$ cat config.mk
export PLATFORM = sky130hd
export DESIGN_NAME = axil_bridge_top
export DESIGN_NICKNAME = d
export VERILOG_FILES = /design/src/hw/axil_pkg.sv /design/src/hw/axil_wait_timer.sv /design/src/hw/axil_master_fsm.sv /design/src/hw/axil_req_latch.sv /design/src/hw/axil_reg_slave.sv /design/src/hw/axil_bridge_top.sv
export VERILOG_INCLUDE_DIRS = /design/src /design/src/include
export SDC_FILE = /design/constraint.sdc
export NUM_CORES = 1
export LEC_CHECK = 0
export ABC_AREA = 1
export BUFFER_PORTS_ARGS = -buffer_cell sky130_fd_sc_hd__buf_4
export CAP_MARGIN = 20
export CORE_MARGIN = 1
export CORE_UTILIZATION = 47
export CTS_CLUSTER_DIAMETER = 50
export DETAILED_ROUTE_END_ITERATION = 8
export PLACE_DENSITY = 0.64
export SLEW_MARGIN = 0
export SYNTH_ARGS = -nofsm -noshare
export SYNTH_HDL_FRONTEND = slang
export SYNTH_SLANG_ARGS = --single-unit
$ cat constraint.sdc
create_clock -name CLK -period 11.4 [get_ports CLK]
set_input_delay 0.57 -clock CLK [delete_from_list [all_inputs] [get_ports CLK]]
set_output_delay 0.57 -clock CLK [all_outputs]
set_load 0.01 [all_outputs]
$ cat src/include/axil_consts.svh
`ifndef AXIL_CONSTS_SVH
`define AXIL_CONSTS_SVH

// Bus widths in bits
`define AXIL_ADDR_W 32
`define AXIL_DATA_W 32
`define AXIL_STRB_W 4

// Number of 32-bit registers in the slave bank
`define AXIL_REG_COUNT 16

// Cycles from request acceptance to BVALID or RVALID
`define AXIL_SLAVE_WAIT 3

`endif

$ cat src/hw/axil_pkg.sv
`include "axil_consts.svh"

package axil_pkg;

   typedef logic [`AXIL_DATA_W-1:0] word_t;   // One data word
   typedef logic [`AXIL_ADDR_W-1:0] addr_t;   // Byte address
   typedef logic [`AXIL_STRB_W-1:0] strb_t;   // One strobe per byte lane

   typedef enum logic [1:0] {
      RESP_OKAY   = 2'b00,
      RESP_EXOKAY = 2'b01,
      RESP_SLVERR = 2'b10,
      RESP_DECERR = 2'b11
   } resp_t;

   typedef enum logic [3:0] {
      ST_IDLE     = 4'd0,
      ST_WA_START = 4'd1,
      ST_WA_WAIT  = 4'd2,
      ST_WD       = 4'd3,
      ST_WR_WAIT  = 4'd4,
      ST_RA_START = 4'd5,
      ST_RA_WAIT  = 4'd6,
      ST_RD       = 4'd7,
      ST_FIN      = 4'd8
   } bridge_state_t;

endpackage

$ cat src/hw/axil_wait_timer.sv
`timescale 1ns/1ps
`include "axil_consts.svh"

module axil_wait_timer #(
   parameter int WAIT = `AXIL_SLAVE_WAIT
) (
   input  logic CLK,
   input  logic RST_N,
   input  logic start,
   output logic done
);

   localparam int CNT_W = $clog2(WAIT + 1);

   logic [CNT_W-1:0] cnt;
   logic             busy;

   always_ff @(posedge CLK) begin
      if (!RST_N) begin
         cnt  <= '0;
         busy <= 1'b0;
      end else if (busy) begin
         cnt <= cnt - 1'b1;
         if (cnt == CNT_W'(1)) begin
            busy <= 1'b0;
         end
      end else if (start) begin
         cnt  <= CNT_W'(WAIT);   // A start while busy is dropped
         busy <= 1'b1;
      end
   end

   // Fires WAIT cycles after the start pulse
   assign done = busy && (cnt == CNT_W'(1));

endmodule

$ cat src/hw/axil_master_fsm.sv
`timescale 1ns/1ps

module axil_master_fsm (
   input  logic          CLK,
   input  logic          RST_N,
   input  logic          bus_ena,
   input  axil_pkg::strb_t bus_wstb,
   input  logic          awready,
   input  logic          wready,
   input  logic          bvalid,
   input  logic          arready,
   input  logic          rvalid,
   output logic          awvalid,
   output logic          wvalid,
   output logic          bready,
   output logic          arvalid,
   output logic          rready,
   output logic          bus_wait,
   output logic          capture_req,
   output logic          capture_resp,
   output logic          clear_err
);

   axil_pkg::bridge_state_t state;
   axil_pkg::bridge_state_t next_state;

   always_ff @(posedge CLK) begin
      if (!RST_N) begin
         state <= axil_pkg::ST_IDLE;
      end else begin
         state <= next_state;
      end
   end

   always_comb begin
      next_state = state;
      case (state)
         axil_pkg::ST_IDLE: begin
            if (bus_ena) begin
               // Any strobe set selects the write path
               if (|bus_wstb) begin
                  next_state = axil_pkg::ST_WA_START;
               end else begin
                  next_state = axil_pkg::ST_RA_START;
               end
            end
         end
         axil_pkg::ST_WA_START: begin
            next_state = axil_pkg::ST_WA_WAIT;
         end
         axil_pkg::ST_WA_WAIT: begin
            if (awready) begin
               next_state = axil_pkg::ST_WD;
            end
         end
         axil_pkg::ST_WD: begin
            if (wready) begin
               next_state = axil_pkg::ST_WR_WAIT;
            end
         end
         axil_pkg::ST_WR_WAIT: begin
            if (bvalid) begin
               next_state = axil_pkg::ST_FIN;
            end
         end
         axil_pkg::ST_RA_START: begin
            next_state = axil_pkg::ST_RA_WAIT;
         end
         axil_pkg::ST_RA_WAIT: begin
            if (arready) begin
               next_state = axil_pkg::ST_RD;
            end
         end
         axil_pkg::ST_RD: begin
            if (rvalid) begin
               next_state = axil_pkg::ST_FIN;
            end
         end
         axil_pkg::ST_FIN: begin
            next_state = axil_pkg::ST_IDLE;
         end
         default: begin
            next_state = axil_pkg::ST_IDLE;
         end
      endcase
   end

   // Channel valids are decoded from the registered state, so they stay up until ready
   assign awvalid = (state == axil_pkg::ST_WA_WAIT);
   assign wvalid  = (state == axil_pkg::ST_WD);
   assign bready  = (state == axil_pkg::ST_WR_WAIT);
   assign arvalid = (state == axil_pkg::ST_RA_WAIT);
   assign rready  = 1'b1;

   assign capture_req  = (state == axil_pkg::ST_IDLE) && bus_ena;
   assign clear_err    = capture_req;
   assign capture_resp = ((state == axil_pkg::ST_WR_WAIT) && bvalid) ||
                         ((state == axil_pkg::ST_RD) && rvalid && rready);

   assign bus_wait = (state != axil_pkg::ST_FIN);   // Low for the single finish cycle

endmodule

$ cat src/hw/axil_req_latch.sv
`timescale 1ns/1ps

module axil_req_latch (
   input  logic            CLK,
   input  logic            RST_N,
   input  logic            capture_req,
   input  logic            capture_resp,
   input  logic            clear_err,
   input  logic            req_is_read,
   input  axil_pkg::addr_t bus_addr,
   input  axil_pkg::strb_t bus_wstb,
   input  axil_pkg::word_t bus_wdata,
   input  axil_pkg::word_t rdata,
   input  axil_pkg::resp_t resp,
   output axil_pkg::addr_t axi_addr,
   output axil_pkg::strb_t axi_wstrb,
   output axil_pkg::word_t axi_wdata,
   output axil_pkg::word_t bus_rdata,
   output logic            bus_err
);

   // The caller may change its inputs once the request is taken
   always_ff @(posedge CLK) begin
      if (capture_req) begin
         axi_addr  <= bus_addr;
         axi_wstrb <= bus_wstb;
         axi_wdata <= bus_wdata;
      end
   end

   always_ff @(posedge CLK) begin
      if (!RST_N) begin
         bus_rdata <= '0;
         bus_err   <= 1'b0;
      end else begin
         if (clear_err) begin
            bus_err <= 1'b0;
         end else if (capture_resp) begin
            bus_err <= (resp != axil_pkg::RESP_OKAY);
         end
         if (capture_resp && req_is_read) begin
            bus_rdata <= rdata;   // Writes leave the last read word in place
         end
      end
   end

endmodule

$ cat src/hw/axil_reg_slave.sv
`timescale 1ns/1ps
`include "axil_consts.svh"

module axil_reg_slave (
   input  logic            CLK,
   input  logic            RST_N,
   input  axil_pkg::addr_t awaddr,
   input  logic            awvalid,
   input  logic            wvalid,
   input  logic            bready,
   input  logic            arvalid,
   input  logic            rready,
   input  axil_pkg::word_t wdata,
   input  axil_pkg::strb_t wstrb,
   input  axil_pkg::addr_t araddr,
   output logic            awready,
   output logic            wready,
   output logic            bvalid,
   output logic            arready,
   output logic            rvalid,
   output axil_pkg::resp_t bresp,
   output axil_pkg::word_t rdata,
   output axil_pkg::resp_t rresp
);

   localparam int IDX_W = $clog2(`AXIL_REG_COUNT);

   axil_pkg::word_t  regs [`AXIL_REG_COUNT];
   logic [IDX_W-1:0] aw_idx;
   logic             aw_oor;
   logic             aw_hs;
   logic             w_hs;
   logic             ar_hs;
   logic             ar_oor;
   logic             pend_read;
   logic             timer_done;

   assign aw_hs = awvalid && awready;
   assign w_hs  = wvalid && wready;
   assign ar_hs = arvalid && arready;

   // Word index sits above the two byte offset bits
   assign ar_oor = (araddr[`AXIL_ADDR_W-1:2] >= (`AXIL_ADDR_W-2)'(`AXIL_REG_COUNT));

   always_ff @(posedge CLK) begin
      if (!RST_N) begin
         awready   <= 1'b0;
         wready    <= 1'b0;
         arready   <= 1'b0;
         bvalid    <= 1'b0;
         rvalid    <= 1'b0;
         pend_read <= 1'b0;
      end else begin
         awready <= awvalid && !awready;   // One-cycle ready after valid is seen
         wready  <= wvalid && !wready;
         arready <= arvalid && !arready;
         if (w_hs || ar_hs) begin
            pend_read <= ar_hs;
         end
         if (bvalid && bready) begin
            bvalid <= 1'b0;
         end else if (timer_done && !pend_read) begin
            bvalid <= 1'b1;
         end
         if (rvalid && rready) begin
            rvalid <= 1'b0;
         end else if (timer_done && pend_read) begin
            rvalid <= 1'b1;
         end
      end
   end

   always_ff @(posedge CLK) begin
      if (aw_hs) begin
         aw_idx <= awaddr[IDX_W+1:2];
         aw_oor <= (awaddr[`AXIL_ADDR_W-1:2] >= (`AXIL_ADDR_W-2)'(`AXIL_REG_COUNT));
      end
      if (w_hs) begin
         bresp <= aw_oor ? axil_pkg::RESP_SLVERR : axil_pkg::RESP_OKAY;
      end
      if (ar_hs) begin
         rdata <= ar_oor ? '0 : regs[araddr[IDX_W+1:2]];
         rresp <= ar_oor ? axil_pkg::RESP_SLVERR : axil_pkg::RESP_OKAY;
      end
   end

   always_ff @(posedge CLK) begin
      if (!RST_N) begin
         for (int i = 0; i < `AXIL_REG_COUNT; i++) begin
            regs[i] <= '0;
         end
      end else if (w_hs && !aw_oor) begin
         for (int b = 0; b < `AXIL_STRB_W; b++) begin
            if (wstrb[b]) begin
               regs[aw_idx][8*b +: 8] <= wdata[8*b +: 8];
            end
         end
      end
   end

   axil_wait_timer #(
      .WAIT(`AXIL_SLAVE_WAIT)
   ) u_timer (
      .CLK  (CLK),
      .RST_N(RST_N),
      .start(w_hs || ar_hs),
      .done (timer_done)
   );

endmodule

$ cat src/hw/axil_bridge_top.sv
`timescale 1ns/1ps

module axil_bridge_top (
   input  logic            CLK,
   input  logic            RST_N,
   input  logic            bus_ena,
   input  axil_pkg::strb_t bus_wstb,
   input  axil_pkg::addr_t bus_addr,
   input  axil_pkg::word_t bus_wdata,
   output logic            bus_wait,
   output axil_pkg::word_t bus_rdata,
   output logic            bus_err
);

   logic            awvalid, awready, wvalid, wready, bvalid, bready;
   logic            arvalid, arready, rvalid, rready;
   logic            capture_req, capture_resp, clear_err, req_is_read;
   axil_pkg::addr_t axi_addr;
   axil_pkg::strb_t axi_wstrb;
   axil_pkg::word_t axi_wdata, rdata;
   axil_pkg::resp_t bresp, rresp, resp_sel;

   // Only one channel can be returning a response at a time
   assign resp_sel    = rvalid ? rresp : bresp;
   assign req_is_read = rvalid && rready;

   axil_master_fsm u_fsm (
      .CLK(CLK), .RST_N(RST_N), .bus_ena(bus_ena), .bus_wstb(bus_wstb),
      .awready(awready), .wready(wready), .bvalid(bvalid), .arready(arready),
      .rvalid(rvalid), .awvalid(awvalid), .wvalid(wvalid), .bready(bready),
      .arvalid(arvalid), .rready(rready), .bus_wait(bus_wait),
      .capture_req(capture_req), .capture_resp(capture_resp), .clear_err(clear_err)
   );

   axil_req_latch u_latch (
      .CLK(CLK), .RST_N(RST_N), .capture_req(capture_req),
      .capture_resp(capture_resp), .clear_err(clear_err), .req_is_read(req_is_read),
      .bus_addr(bus_addr), .bus_wstb(bus_wstb), .bus_wdata(bus_wdata),
      .rdata(rdata), .resp(resp_sel), .axi_addr(axi_addr), .axi_wstrb(axi_wstrb),
      .axi_wdata(axi_wdata), .bus_rdata(bus_rdata), .bus_err(bus_err)
   );

   axil_reg_slave u_slave (
      .CLK(CLK), .RST_N(RST_N), .awaddr(axi_addr), .awvalid(awvalid),
      .wvalid(wvalid), .bready(bready), .arvalid(arvalid), .rready(rready),
      .wdata(axi_wdata), .wstrb(axi_wstrb), .araddr(axi_addr), .awready(awready),
      .wready(wready), .bvalid(bvalid), .arready(arready), .rvalid(rvalid),
      .bresp(bresp), .rdata(rdata), .rresp(rresp)
   );

endmodule

Word-level counts from Yosys, hierarchy flattened
Memory sizes are Yosys's and may differ from the RTL's. A register that Yosys moved wholly into a read port is not among the register bits. Index checks and enable logic that the tools add are counted. Widths: inputs -> output; s select.

Input port bits: 71. Register bits: 123. Logic and storage cells: 104. Output and inout bits: 34. Memories: 1. Memory bits (writable): 512.

Memory list: u_slave.regs (words 16, bits a word 32, read ports 1, clocked after memory_dff 1, wr ports 16, line axil_reg_slave.sv:28) `` axil_pkg::word_t regs [`AXIL_REG_COUNT]; ``.

Magnitude comparators: 1. Muxes and demuxes: 37. Reductions and logical operators: 30. Add/subtract/negate cells: 1. Equal/unequal tests: 15. Bitwise operators: 1.

Operators with widths (count): $mux 32 (1); $mux 4 (8); $pmux 4 s8 (1); $reduce_or 32->1 (1); $ge 30x5->1 const B (1); $mux 1 (21); $eq 4x3->1 const B (4); $logic_and 1x1->1 (14); $mux 2 (5); $eq 4x2->1 const B (2); $ne 2x2->1 const B (4); $reduce_and 6->1 (1); $reduce_or 2->1 (3); $logic_not 1->1 (5); $eq 4x1->1 const B (1); $logic_not 4->1 (1); $ne 2x1->1 const B (2); $ne 4x4->1 const B (1); $reduce_bool 2->1 (2); $reduce_or 4->1 (1); $mux 3 (1); $eq 2x1->1 const B (1); $logic_or 1x1->1 (2); $sub 2x1->2 const B (1); $not 1->1 (1).

Longest topological paths before layout
Word-level depth: 8. Mapped depth: 12. Mapped depth without buffers: 9.

Cells and area by module
From an unflattened synthesis, not the netlist that was laid out.

Cell total of the unflattened synthesis: 3433. Area total of the unflattened synthesis: 30749.5 um^2.

Modules (own cells, without submodules): axil_reg_slave (area an instance 26726.9 um^2, sequential area each 16666.0 um^2, times used 1, cells an instance 3053); axil_req_latch (area an instance 3423.3 um^2, sequential area each 2702.6 um^2, times used 1, cells an instance 282); axil_master_fsm (area an instance 424.2 um^2, sequential area each 80.1 um^2, times used 1, cells an instance 68); axil_wait_timer (area an instance 141.4 um^2, sequential area each 60.1 um^2, times used 1, cells an instance 21); axil_bridge_top (area an instance 33.8 um^2, sequential area each 0.0 um^2, times used 1, cells an instance 9).

Least setup slack after synthesis
Ideal clock, no wire load.

Path kind: register -> register. From: register u_fsm.state[0]. To: register u_latch.axi_addr[10] (enable). Cell stages (with the launch flop): 4. Arrival time: 3436 ps. Required time: 10910 ps. Clock period less this slack: 3926 ps. Slack: 7474 ps. Path buffers: 0. Library setup time: 490 ps. Path through: dfxtp_1 > nor2_1 > nand2_1 > nor2_1.

Longest elaborated chain between the ends: 2.

RTL lines: start, declared (line axil_master_fsm.sv:24) `axil_pkg::bridge_state_t state;`; start signal, assigned (line axil_master_fsm.sv:29) `state <= axil_pkg::ST_IDLE;`; start signal, assigned (line axil_master_fsm.sv:31) `state <= next_state;`; $logic_not 4->1 (line axil_master_fsm.sv:95) `assign capture_req = (state == axil_pkg::ST_IDLE) && bus_ena;`; $logic_and 1x1->1 (line axil_master_fsm.sv:95); via capture_req (line axil_bridge_top.sv:17) `logic capture_req, capture_resp, clear_err, req_is_read;`; end signal, assigned (line axil_req_latch.sv:25) `axi_addr <= bus_addr;`; end, declared (line axil_req_latch.sv:15) `output axil_pkg::addr_t axi_addr,`.

The timed path passes the listed nets, and every way through them passes these cells. A chain may end at the register's enable or synchronous reset.

Final worst setup path
From: register u_latch.axi_addr[3]. To: register u_slave.rdata[13], read port of u_slave.regs, data pin.

Longest elaborated chain between the ends: 1.

RTL lines: $ge 30x5->1 (line axil_reg_slave.sv:43) `` assign ar_oor = (araddr[`AXIL_ADDR_W-1:2] >= (`AXIL_ADDR_W-2)'(`AXIL_REG_COUNT)); ``; end, declared (line axil_reg_slave.sv:22) `output axil_pkg::word_t rdata,`.

Several ways; a longest one is shown, not always the timed one.

==> impl_metrics.csv <==
group,metric,value,unit
final_layout,area_growth,12.9,%
status,outcome,"finished, final reports clean",
global_route,track_usage,23.4,%
logic_synthesis,synth_area,30000,um^2
floorplanning,dieArea,64900,um^2
route,dr.pass1.iters,6,
logic_synthesis,synth_area_per_cell,9.38,um^2
clock_network,root_buffer,"clkbuf_16",
pwr,p_total,0.00629,W
min_path,min_path_type,"in -> reg",
route,vias_per_cell,5.19,
flow_run,max-cap-violations,0,
clock_network,cts_setup_buffers,0,
clock_network,insertion_delay,0.61,ns
pwr,ir_worst_vdd,0.132,mV
timing,slew_headroom,25.2,%
placement,dpl.hpwl,46300,um
placement,io_buffers,102,
logic_synthesis,synth_warnings,0,
floorplanning,start_util,47.6,%
min_path,worstHoldEndpoint,"u_latch.axi_wdata[20]$_DFFE_PP_",
logic_synthesis,synth-seq-area-share,64.8,%
floorplanning,ios,105,
pwr,p_leak,14.9,nW
final_layout,drive_above_1_share,8.97,%
min_path,hp-start,"bus_wdata[20]",
timing,finalCriticalPeriod,3.77,ns
route,drt-initial-drc-count,2063,
critical_path,r2r_cells,10,
final_layout,fin_util,53.7,%
floorplanning,core-area,63100,um^2
final_layout,postLayoutCellArea,33900,um^2
critical_path,reg2reg_slack,7.63,ns
timing,tightest_slew,1.12,ns
timing,report.final.slew_viol_count,0,
clock_network,post_cts_resized,0,
global_route,grt_overflow,0,
critical_path,worstPathArrival,4.12,ns
critical_path,worst_ep_required_time,11.75,ns
critical_path,worstSetupPathType,"reg -> reg",
logic_synthesis,synth_nets,3272,
final_layout,fillers,5602,
critical_path,crit-reg2reg-capture,"u_slave.rdata[13]$_SDFFCE_PP0P_",
route,vias,21500,
clock_network,cts_hold_buf,0,
global_route,grt_max_degree,235,
logic_synthesis,synthCells,3200,
clock_network,htree_num_levels,3,
floorplanning,chipWidth,255,um
placement,dpl-instance-area,31300,um^2
placement,routabilityCongestion,0.844,
timing,period_share,33.0,%
min_path,whs_path_depth,1,
final_layout,layout.nets,3308,
clock_network,cts_tree,"built",
timing,fin_setup_tns,0,ns
global_route,antenna_found_initial,0,
timing,fmax,266,MHz
timing,hold_violations,0,
route,wl_per_cell,18.0,um
route,ant_nets,0,
timing,setup_viol,0,
final_layout,diodes,0,
floorplanning,die_h,255,um
route,drt-total-wl,74500,um
pwr,power.density,185,nW/um^2
logic_synthesis,ys_types,25,
timing,setup_slack,7.63,ns
critical_path,crit_path_max_fanout,93,
timing,finalClockSkew,0.0177,ns
final_layout,final_common_cell,"nand2_1",
floorplanning,rows,92,
global_route,grt_pass1_vias,21100,
placement,pre_cts_ws,7.70,ns
critical_path,end_kind,"register",
timing,rsz0062_at_grt,"false",
logic_synthesis,ys_seq_elements,663,
clock_network,cts_buffer_depth,3,
critical_path,r2r-start,"u_latch.axi_addr[3]$_DFFE_PP_",
clock_network,cts_sinks,663,
clock_network,cts_made_buffers,77,
global_route,grt_pass1_wl,115000,um
final_layout,most-common-layout-cells,"nand2_1, nor2_1, edfxtp_1, inv_1, nand3_1",
critical_path,cp-start-kind,"register",
route,drc,0,
clock_network,path_clk_slew,0.06,ns
## power by group
part           total (W)  internal (W)  switching, W
sequential       0.00283       0.00279     0.0000430
clock            0.00249       0.00150      0.000991
combinational   0.000967      0.000231      0.000736
total            0.00629       0.00452       0.00177
## layer usage
metal  share of wire (%)  vias to the layer above  wire length (um)  global-route usage (%)
met2                  48                      763             35700                    39.1
met5                   0                        -                 0                       0
met3                 6.4                      157              4780                    4.09
met4                 3.5                        0              2630                    9.43
li1                    -                    10300                 -                       -
met1                  42                    10300             31400                    30.2
## layout make-up
class / instances / area [um^2] / area share, %
repair buffers: 118 / 911 / 2.69
well taps: 846 / 1060 / 3.12
multi-input cells: 1972 / 8380 / 24.7
inverters: 404 / 1520 / 4.49
flip-flops and latches: 663 / 19400 / 57.4
clock buffers: 98 / 2100 / 6.21
clock inverters: 45 / 468 / 1.38
## worst max-delay path, cell delays in order (launching register included)
cell,delay [ns]
edfxtp_1,0.36
buf_4,0.44
inv_4,0.90
buf_4,0.88
nor2_1,0.13
o21ai_0,0.14
nand2_1,0.12
nand2_1,0.08
nand2_1,0.05
nor2_1,0.17
nor2_1,0.09
## cells by family (layout without fill, tap and decap cells)
family | Yosys count | in the layout | synth area share, %
simple gates | 1802 | 1802 | 24.3
compound gates | 169 | 169 | 3.51
buf+inv | 565 | 665 | 7.37
flops | 663 | 663 | 64.8
fa+ha+maj | 1 | 1 | 0.0417
## how the worst max path moves through the flow
stage,from,endpoint,slack (ns),depth (start not counted)
4_1_cts,u_latch.axi_addr[3]$_DFFE_PP_,u_slave.rdata[10]$_SDFFCE_PP0P_,7.67,9
5_1_grt,u_latch.axi_addr[3]$_DFFE_PP_,u_slave.rdata[13]$_SDFFCE_PP0P_,7.38,10
3_5_place_dp,u_latch.axi_addr[3]$_DFFE_PP_,u_slave.rdata[13]$_SDFFCE_PP0P_,7.70,10
6_report,u_latch.axi_addr[3]$_DFFE_PP_,u_slave.rdata[13]$_SDFFCE_PP0P_,7.63,10
3_3_place_gp,u_latch.axi_addr[3]$_DFFE_PP_,u_slave.rdata[8]$_SDFFCE_PP0P_,7.73,9
2_1_floorplan,u_fsm.state[0]$_SDFFE_PN0P_,u_latch.axi_addr[10]$_DFFE_PP_,7.47,3
## state kept, by name, indices dropped and copies added (netlist names)
name                  flops
u_slave.regs            512
u_latch.axi_wdata        32
u_latch.bus_rdata        32
u_slave.rdata            32
u_latch.axi_addr         30
u_fsm.state               4
u_latch.axi_wstrb         4
u_slave.aw_idx            4
u_slave.u_timer.cnt       2
u_latch.bus_err           1
u_slave.arready           1
u_slave.aw_oor            1
u_slave.awready           1
u_slave.bresp             1
u_slave.bvalid            1
u_slave.pend_read         1
u_slave.rresp             1
u_slave.rvalid            1
u_slave.u_timer.busy      1
u_slave.wready            1
## Yosys cell counts
cell	count	area (um^2)
a21oi_1	4	20.0
nand3_1	177	886
buf_12	3	60.1
ha_1	1	12.5
inv_2	7	26.3
nand2_2	15	93.8
nand2_4	26	293
inv_1	396	1490
nand3_2	1	10.0
nand2_1	787	2950
nor2_2	3	18.8
o21ai_1	30	150
nor2_1	787	2950
edfxtp_1	617	18500
buf_1	18	67.6
nor2_8	4	80.1
clkinv_2	1	5.00
nor3_1	1	5.00
buf_2	24	120
clkbuf_1	115	432
buf_8	1	15.0
dfxtp_1	46	921
o211ai_1	83	623
o21ai_0	52	260
and3_1	1	6.26
## through the flow
stage,instances,hold WS (ns)
after floorplan,3200,0.421
after CTS,4146,0.0990
after detailed placement,4003,0.461
final,4146,0.129
after global placement,4002,0.456
after global routing,4146,0.0983
Power figures use the tool's default switching activity.
